## src/rtl/clock_pkg.sv

```systemverilog
package clock_pkg;

	//////////////////////////////////////////////////
	// bcd types
	//////////////////////////////////////////////////

	typedef logic [3:0] bcd_digit_t;	// one bcd digit, 0..9 valid

	typedef struct packed
	{
		bcd_digit_t tens;	// upper digit
		bcd_digit_t unit;	// lower digit
	} bcd_pair_t;	// 8 bits, two digits

	typedef struct packed
	{
		bcd_pair_t hours;	// 00..23
		bcd_pair_t minutes;	// 00..59
		bcd_pair_t seconds;	// 00..59
	} time_bcd_t;	// 24 bits, hh:mm:ss

	//////////////////////////////////////////////////
	// display
	//////////////////////////////////////////////////

	localparam int NUM_DIGITS = 6;	// hh mm ss on the display

	typedef logic [6:0] seg_t;	// g f e d c b a, active high

	// scan order, hours tens first
	typedef enum logic [2:0]
	{
		SCAN_H_TENS,
		SCAN_H_UNIT,
		SCAN_M_TENS,
		SCAN_M_UNIT,
		SCAN_S_TENS,
		SCAN_S_UNIT
	} scan_state_e;

endpackage

```

## src/rtl/bcd_digit_counter.sv

```systemverilog
`timescale 1ns/1ns

module bcd_digit_counter
(
	input  logic                  clk,	// system clock
	input  logic                  reset,	// sync, active high
	input  logic                  increase,	// count enable for this digit
	input  logic                  clear,	// back to zero, beats increase
	input  logic                  load,	// take load_value, beats clear
	input  clock_pkg::bcd_digit_t load_value,	// value for load
	output clock_pkg::bcd_digit_t value,	// current digit
	output logic                  carry	// rolls into next digit
);

	//////////////////////////////////////////////////
	// digit register
	//////////////////////////////////////////////////

	always_ff @(posedge clk)
	begin
		if (reset)
			value <= 4'd0;	// start at zero
		else if (load)
			value <= load_value;	// preset from outside
		else if (clear)
			value <= 4'd0;	// wrap forced by pair limit
		else if (increase)
		begin
			if (value == 4'd9)
				value <= 4'd0;	// 9 -> 0
			else
				value <= value + 4'd1;	// plain step
		end
	end

	//////////////////////////////////////////////////
	// carry out
	//////////////////////////////////////////////////

	// only on the counting step, so one carry per wrap
	always_comb
	begin
		carry = increase && (value == 4'd9);	// next digit steps too
	end

endmodule

```

## src/rtl/bcd_pair_counter.sv

```systemverilog
`timescale 1ns/1ns

module bcd_pair_counter
#(
	parameter clock_pkg::bcd_digit_t UNIT_LIMIT = 4'd9,	// unit digit at wrap
	parameter clock_pkg::bcd_digit_t TENS_LIMIT = 4'd5	// tens digit at wrap
)
(
	input  logic                 clk,	// system clock
	input  logic                 reset,	// sync, active high
	input  logic                 increase,	// step the pair
	input  logic                 set,	// load both digits
	input  clock_pkg::bcd_pair_t set_value,	// preset value
	output clock_pkg::bcd_pair_t value,	// current pair
	output logic                 carry	// wrap to 00, steps the next pair
);

	logic at_limit;	// pair sits on its limit
	logic wrap;	// limit reached and stepping
	logic unit_carry;	// unit 9 -> 0

	//////////////////////////////////////////////////
	// limit detect
	//////////////////////////////////////////////////

	always_comb
	begin
		at_limit = (value.tens == TENS_LIMIT) && (value.unit == UNIT_LIMIT);
		wrap     = increase && at_limit;	// gated, one wrap per step
		carry    = wrap;	// same edge as the clear
	end

	//////////////////////////////////////////////////
	// digits
	//////////////////////////////////////////////////

	bcd_digit_counter unit_part
	(
		.clk        (clk),
		.reset      (reset),
		.increase   (increase),	// every step
		.clear      (wrap),	// back to 0 at limit
		.load       (set),
		.load_value (set_value.unit),
		.value      (value.unit),
		.carry      (unit_carry)
	);

	bcd_digit_counter tens_part
	(
		.clk        (clk),
		.reset      (reset),
		.increase   (unit_carry),	// steps when the unit rolls
		.clear      (wrap),
		.load       (set),
		.load_value (set_value.tens),
		.value      (value.tens),
		.carry      ()	// tens limit always below 9, never used
	);

endmodule

```

## src/rtl/digital_clock.sv

```systemverilog
`timescale 1ns/1ns

module digital_clock
#(
	parameter int unsigned TICK_DIVISOR = 50000000,	// clocks per second
	parameter int unsigned SCAN_DIVISOR = 50000	// clocks per shown digit
)
(
	input  logic                             clk,	// system clock
	input  logic                             reset,	// sync, active high
	input  logic                             run,	// level, count while high
	input  logic                             set,	// strobe, load set_time
	input  clock_pkg::time_bcd_t             set_time,	// preset hh:mm:ss
	output clock_pkg::time_bcd_t             time_now,	// current hh:mm:ss
	output clock_pkg::seg_t                  seg,	// segment pattern
	output logic [clock_pkg::NUM_DIGITS-1:0] digit_enable	// one-hot digit select
);

	logic tick;	// one second pulse

	//////////////////////////////////////////////////
	// producer: second tick
	//////////////////////////////////////////////////

	tick_divider
	#(
		.TICK_DIVISOR (TICK_DIVISOR)
	)
	tick_gen
	(
		.clk   (clk),
		.reset (reset),
		.run   (run),
		.set   (set),	// restart the second on a set
		.tick  (tick)
	);

	//////////////////////////////////////////////////
	// buffer: hh:mm:ss registers
	//////////////////////////////////////////////////

	time_of_day time_regs
	(
		.clk      (clk),
		.reset    (reset),
		.tick     (tick),
		.set      (set),	// load beats a tick
		.set_time (set_time),
		.time_now (time_now)
	);

	//////////////////////////////////////////////////
	// consumer: display scan
	//////////////////////////////////////////////////

	display_scan
	#(
		.SCAN_DIVISOR (SCAN_DIVISOR)
	)
	scanner
	(
		.clk          (clk),
		.reset        (reset),
		.time_now     (time_now),
		.seg          (seg),
		.digit_enable (digit_enable)
	);

endmodule

```

## src/rtl/display_scan.sv

```systemverilog
`timescale 1ns/1ns

module display_scan
#(
	parameter int unsigned SCAN_DIVISOR = 50000	// clocks per digit
)
(
	input  logic                                clk,	// system clock
	input  logic                                reset,	// sync, active high
	input  clock_pkg::time_bcd_t                time_now,	// time to show
	output clock_pkg::seg_t                     seg,	// g..a, active high
	output logic [clock_pkg::NUM_DIGITS-1:0]    digit_enable	// one-hot, bit 5 = hours tens
);

	localparam int PRE_W = (SCAN_DIVISOR > 1) ? $clog2(SCAN_DIVISOR) : 1;	// prescaler width
	localparam logic [PRE_W-1:0] PRE_LAST = PRE_W'(SCAN_DIVISOR - 1);	// last count of a step

	logic [PRE_W-1:0]                  prescale;	// clocks in this step
	clock_pkg::scan_state_e            state;	// digit being shown
	clock_pkg::scan_state_e            state_next;
	clock_pkg::bcd_digit_t             digit_sel;	// bcd of the shown digit
	logic [clock_pkg::NUM_DIGITS-1:0]  enable_sel;	// its enable
	clock_pkg::seg_t                   seg_sel;	// decoded pattern

	//////////////////////////////////////////////////
	// prescaler and scan state
	//////////////////////////////////////////////////

	always_comb
	begin
		case (state)
			clock_pkg::SCAN_H_TENS: state_next = clock_pkg::SCAN_H_UNIT;
			clock_pkg::SCAN_H_UNIT: state_next = clock_pkg::SCAN_M_TENS;
			clock_pkg::SCAN_M_TENS: state_next = clock_pkg::SCAN_M_UNIT;
			clock_pkg::SCAN_M_UNIT: state_next = clock_pkg::SCAN_S_TENS;
			clock_pkg::SCAN_S_TENS: state_next = clock_pkg::SCAN_S_UNIT;
			default:                state_next = clock_pkg::SCAN_H_TENS;	// wrap after ss unit
		endcase
	end

	always_ff @(posedge clk)
	begin
		if (reset)
		begin
			prescale <= '0;
			state    <= clock_pkg::SCAN_H_TENS;
		end
		else if (prescale == PRE_LAST)
		begin
			prescale <= '0;
			state    <= state_next;	// next digit
		end
		else
			prescale <= prescale + 1'b1;
	end

	//////////////////////////////////////////////////
	// digit select
	//////////////////////////////////////////////////

	always_comb
	begin
		case (state)
			clock_pkg::SCAN_H_TENS: begin digit_sel = time_now.hours.tens;   enable_sel = 6'b100000; end
			clock_pkg::SCAN_H_UNIT: begin digit_sel = time_now.hours.unit;   enable_sel = 6'b010000; end
			clock_pkg::SCAN_M_TENS: begin digit_sel = time_now.minutes.tens; enable_sel = 6'b001000; end
			clock_pkg::SCAN_M_UNIT: begin digit_sel = time_now.minutes.unit; enable_sel = 6'b000100; end
			clock_pkg::SCAN_S_TENS: begin digit_sel = time_now.seconds.tens; enable_sel = 6'b000010; end
			default:                begin digit_sel = time_now.seconds.unit; enable_sel = 6'b000001; end
		endcase
	end

	// seven segment table, g f e d c b a
	always_comb
	begin
		case (digit_sel)
			4'd0:    seg_sel = 7'b0111111;	// a b c d e f
			4'd1:    seg_sel = 7'b0000110;	// b c
			4'd2:    seg_sel = 7'b1011011;
			4'd3:    seg_sel = 7'b1001111;
			4'd4:    seg_sel = 7'b1100110;
			4'd5:    seg_sel = 7'b1101101;
			4'd6:    seg_sel = 7'b1111101;
			4'd7:    seg_sel = 7'b0000111;
			4'd8:    seg_sel = 7'b1111111;	// all on
			4'd9:    seg_sel = 7'b1101111;
			default: seg_sel = 7'b0000000;	// not bcd, blank
		endcase
	end

	//////////////////////////////////////////////////
	// output registers
	//////////////////////////////////////////////////

	always_ff @(posedge clk)
	begin
		if (reset)
		begin
			seg          <= '0;
			digit_enable <= 6'b100000;	// hours tens first
		end
		else
		begin
			seg          <= seg_sel;
			digit_enable <= enable_sel;
		end
	end

endmodule

```

## src/rtl/tick_divider.sv

```systemverilog
`timescale 1ns/1ns

module tick_divider
#(
	parameter int unsigned TICK_DIVISOR = 50000000	// clocks per tick
)
(
	input  logic clk,	// system clock
	input  logic reset,	// sync, active high
	input  logic run,	// count while high
	input  logic set,	// restart the count
	output logic tick	// one clock wide
);

	localparam int CNT_W = (TICK_DIVISOR > 1) ? $clog2(TICK_DIVISOR) : 1;	// counter width
	localparam logic [CNT_W-1:0] RELOAD = CNT_W'(TICK_DIVISOR - 1);	// start of a period

	logic [CNT_W-1:0] count;	// clocks left in this period

	//////////////////////////////////////////////////
	// down counter and tick
	//////////////////////////////////////////////////

	always_ff @(posedge clk)
	begin
		if (reset || set)
		begin
			count <= RELOAD;	// fresh period
			tick  <= 1'b0;
		end
		else if (run)
		begin
			if (count == '0)
			begin
				count <= RELOAD;	// period done
				tick  <= 1'b1;	// one pulse
			end
			else
			begin
				count <= count - 1'b1;
				tick  <= 1'b0;
			end
		end
		else
			tick <= 1'b0;	// paused, count holds
	end

endmodule

```

## src/rtl/time_of_day.sv

```systemverilog
`timescale 1ns/1ns

module time_of_day
(
	input  logic                 clk,	// system clock
	input  logic                 reset,	// sync, active high
	input  logic                 tick,	// one second
	input  logic                 set,	// load set_time
	input  clock_pkg::time_bcd_t set_time,	// preset hh:mm:ss
	output clock_pkg::time_bcd_t time_now	// current hh:mm:ss
);

	clock_pkg::bcd_pair_t seconds_value;	// ss
	clock_pkg::bcd_pair_t minutes_value;	// mm
	clock_pkg::bcd_pair_t hours_value;	// hh
	logic                 seconds_carry;	// 59 -> 00
	logic                 minutes_carry;	// 59 -> 00 on a seconds wrap

	//////////////////////////////////////////////////
	// seconds
	//////////////////////////////////////////////////

	bcd_pair_counter
	#(
		.UNIT_LIMIT (4'd9),
		.TENS_LIMIT (4'd5)	// wraps after 59
	)
	seconds_part
	(
		.clk       (clk),
		.reset     (reset),
		.increase  (tick),	// one step per tick
		.set       (set),
		.set_value (set_time.seconds),
		.value     (seconds_value),
		.carry     (seconds_carry)
	);

	//////////////////////////////////////////////////
	// minutes
	//////////////////////////////////////////////////

	bcd_pair_counter
	#(
		.UNIT_LIMIT (4'd9),
		.TENS_LIMIT (4'd5)	// wraps after 59
	)
	minutes_part
	(
		.clk       (clk),
		.reset     (reset),
		.increase  (seconds_carry),	// chained from seconds
		.set       (set),
		.set_value (set_time.minutes),
		.value     (minutes_value),
		.carry     (minutes_carry)
	);

	//////////////////////////////////////////////////
	// hours
	//////////////////////////////////////////////////

	bcd_pair_counter
	#(
		.UNIT_LIMIT (4'd3),
		.TENS_LIMIT (4'd2)	// wraps after 23
	)
	hours_part
	(
		.clk       (clk),
		.reset     (reset),
		.increase  (minutes_carry),	// chained from minutes
		.set       (set),
		.set_value (set_time.hours),
		.value     (hours_value),
		.carry     ()	// day rollover is just the wrap to 00
	);

	// pack back into hh:mm:ss
	assign time_now.hours   = hours_value;
	assign time_now.minutes = minutes_value;
	assign time_now.seconds = seconds_value;

endmodule

```

## config.mk

```make
export PLATFORM = sky130hd
export DESIGN_NAME = digital_clock
export DESIGN_NICKNAME = d
export VERILOG_FILES = /design/src/rtl/clock_pkg.sv /design/src/rtl/bcd_digit_counter.sv /design/src/rtl/bcd_pair_counter.sv /design/src/rtl/digital_clock.sv /design/src/rtl/display_scan.sv /design/src/rtl/tick_divider.sv /design/src/rtl/time_of_day.sv
export SDC_FILE = /design/constraint.sdc
export NUM_CORES = 1
export LEC_CHECK = 0
export ABC_AREA = 1
export BUFFER_PORTS_ARGS = -buffer_cell sky130_fd_sc_hd__buf_2
export CORE_ASPECT_RATIO = 0.8
export CORE_UTILIZATION = 52
export CTS_BUF_LIST = sky130_fd_sc_hd__clkbuf_16
export DETAILED_ROUTE_END_ITERATION = 7
export PLACE_DENSITY = 0.76
export SLEW_MARGIN = 20
export SYNTH_ARGS = -nofsm -noshare
export SYNTH_HDL_FRONTEND = slang
export SYNTH_SLANG_ARGS = --single-unit
```

## constraint.sdc

```tcl
create_clock -name clk -period 1.8 [get_ports clk]
set_clock_uncertainty 0.15 [all_clocks]
set_input_delay 0.18 -clock clk [delete_from_list [all_inputs] [get_ports clk]]
set_output_delay 0.18 -clock clk [all_outputs]
set_load 0.1 [all_outputs]
```

==> impl_metrics.json <==
{
  "dp_hpwl_mm": 8.76,
  "avgSynthCellArea_sq_um": 7.06,
  "worstMarginPinSlew_ps": 494,
  "antenna_found_initial": 0,
  "ios": 65,
  "cts_made_buffers": 9,
  "fp.dieW_um": 108,
  "routedWlPerCell_um": 14.0,
  "max_cap_viol_count": 0,
  "htree_levels": 3,
  "final_cell_mix": "nand2_1, nor2_1, inv_1",
  "portBuffers": 64,
  "rr_endpoint": "scanner.seg[3]",
  "clk_pin_slew_ps": 60,
  "via_count": 4958,
  "drt_wl_total_mm": 13.2,
  "drt_iter0_markers": 351,
  "viasPerCell": 5.28,
  "required_ps": 1880,
  "violations": "setup timing",
  "holdPathStages": 4,
  "drv_slew": 0,
  "area_delta_synth_final_pct": 41.3,
  "hold_viol_final": 0,
  "nets": 864,
  "initial_core_util_pct": 54.2,
  "grt_pass1_vias": 4330,
  "rsz0062_at_grt": "yes",
  "die_h_um": 86.6,
  "critPathCaptureType": "register",
  "drc": 0,
  "synth_fp_nets": 701,
  "final.setup.worst_slack_ps": -164,
  "hp-class": "in2reg",
  "r2r_start": "scanner.state[2]",
  "combPwrFrac_pct": 20.1,
  "fmax_mhz": 509,
  "clockBufferDepth": 2,
  "clock-sinks": 83,
  "crit_type": "reg2reg",
  "clockRootBuffer": "clkbuf_16",
  "intPower_mw": 3.20,
  "crit_chain": "buf_6 -> clkinvlp_4 -> buf_4 -> nand3_1 -> o21ai_1 -> nor2_2 -> nand2_1 -> nand2_2 -> nand2_1 -> nor2_1 -> nor2_2",
  "path_max_fanout": 5,
  "regArea_sq_um": 1750,
  "ys_seq_area_share_pct": 35.7,
  "slowest_delay_ps": 400,
  "ys_seq_elements": 83,
  "grt_max_degree": 18,
  "p_switching_mw": 1.50,
  "hp-start": "set_time[21]",
  "crit_slowest_cell": "dfxtp_4",
  "die_area_sq_um": 9340,
  "yosysWarnings": 0,
  "synthCells": 659,
  "status": "finished, violations left",
  "insertedDiodeCount": 0,
  "synth.distinct_cells": 46,
  "cp_data_arrival_time_ps": 2050,
  "power.density_nw_per_um2": 714,
  "sw_frac_of_total_pct": 31.8,
  "layout_commonest_cell": "nand2_1",
  "drive_gt1_share_pct": 35.3,
  "seq_power_share_pct": 41.8,
  "max-slew-margin-rel_pct": 67.3,
  "nFillCells": 619,
  "insertion_delay_ps": 340,
  "whs_ps": 24.0,
  "dr.pass1.iters": 5,
  "cts_tree": "done",
  "gp_congestion": 0.973,
  "gr-usage-all-layers_pct": 26.5,
  "ant_nets": 0,
  "p_leak_nw": 2.93,
  "multi_input_area_sq_um": 2880,
  "fin_setup_tns_ps": -1900,
  "worst_setup_path_start_kind": "register",
  "fin_crit_sh_pct": 109,
  "setup_viol": 25,
  "coreArea_sq_um": 8600,
  "hold_path_end": "time_regs.hours_part.tens_part.value[1]",
  "num_rows": 30,
  "r2r_cells": 11,
  "grt_pass1_wl_mm": 19.6,
  "clkPwrFrac_pct": 38.1,
  "grt.overflow.total": 0,
  "ir_drop_v": 0.000668,
  "final_util_pct": 76.5,
  "synth_area_sq_um": 4660,
  "period_minus_slack_ps": 1960,
  "r2r_slack_ps": -160
}
critical path: cells and delay by family, from the launching register on:
kind / cells / cell delay (ps)
compound gates: 1 / 120
buf+inv: 3 / 380
flops: 1 / 400
simple gates: 7 / 820
Yosys cell counts (all sizes together):
cell / instances / area share [%]
a211oi: 5 / 0.81
a221oi: 1 / 0.19
ha: 14 / 3.8
buf: 10 / 1.6
clkbuf: 4 / 0.32
nand3: 51 / 6.1
nand3b: 3 / 0.48
dfxtp: 83 / 36
o21bai: 1 / 0.16
nand2: 147 / 13
xor2: 17 / 3.2
nor3: 8 / 0.97
xnor2: 7 / 1.3
a31oi: 8 / 1.1
nor2: 109 / 10
a31o: 1 / 0.19
o211ai: 5 / 0.81
nand4: 32 / 5.2
or2: 5 / 0.67
a21oi: 29 / 3.1
o21ai: 27 / 2.9
nor3b: 2 / 0.43
o21a: 1 / 0.16
nor4: 3 / 0.54
inv: 86 / 7.1
how the worst max path moves through the flow:
stage	from	endpoint
final	scanner.state[2]	scanner.seg[3]
after global routing	scanner.state[1]	scanner.seg[4]
after CTS	scanner.state[1]	scanner.seg[3]
after detailed placement	scanner.state[1]	scanner.seg[4]
after global placement	scanner.state[1]	scanner.seg[4]
after floorplan	scanner.state[2]	scanner.seg[4]
routing by layer:
metal / wire length, um / vias to the layer above / GRT usage (%)
met3: 746 / 22 / 5.56
met5: 0 / - / 0
li1: - / 2476 / -
met4: 197 / 0 / 8.59
met1: 5670 / 2310 / 34.1
met2: 6580 / 150 / 44.5
final cells by class:
type                            instances  area share, %
Clock buffer                            9           3.42
Clock inverter                          7          0.875
Inverter                               86           5.29
Multi-Input combinational cell        478           43.8
Sequential cell                        83           26.6
Tap cell                              112           2.13
Timing Repair Buffer                  163           17.9
Timing Repair inverter                  1          0.114
sequential cells by signal (all words and copies together) (netlist names), 6 cells and up:
register              count
scanner.digit_enable      6
tick_gen.count           26
scanner.prescale         16
scanner.seg               7
power groups by stage:
stage / sequential (mW) / combinational [mW] / clock (mW)
final: 1.96 / 0.945 / 1.79
after global routing: 1.97 / 1.01 / 1.90
after CTS: 1.96 / 0.899 / 1.83
after detailed placement: 2.00 / 0.853 / 0
after global placement: 2.00 / 0.841 / 0
after floorplan: 2.38 / 0.271 / 0
logic make-up after synthesis:
group	after synthesis	share of synthesized area [%]
xor+xnor	24	4.51
flops	83	35.7
compound gates	78	9.41
simple gates	360	37.5
fa+ha+maj	14	3.76
buf+inv	100	9.08
metrics by stage:
stage / setup WS [ps] / cell area, sq um / instances / power [mW]
floorplan: -62.7 / 4760 / 659 / 2.65
global placement: -72.3 / 5560 / 877 / 2.84
detailed placement: -152 / 5560 / 877 / 2.86
CTS: -26.3 / 6180 / 920 / 4.69
global route: -248 / 6580 / 939 / 4.88
finish: -164 / 6580 / 939 / 4.70
what timing repair did:
action / 4_1_cts / 5_1_grt
cloned: 2 / 1
setup buffers: 8 / 18
pin swaps: 17 / 39
endpoints found under the setup margin: 26 / 46
gates resized for setup: 27 / 71
hold buffers: 17 / 0
endpoints found under the hold margin: 17 / 0
No activity file was read; power rests on OpenSTA's default activity.
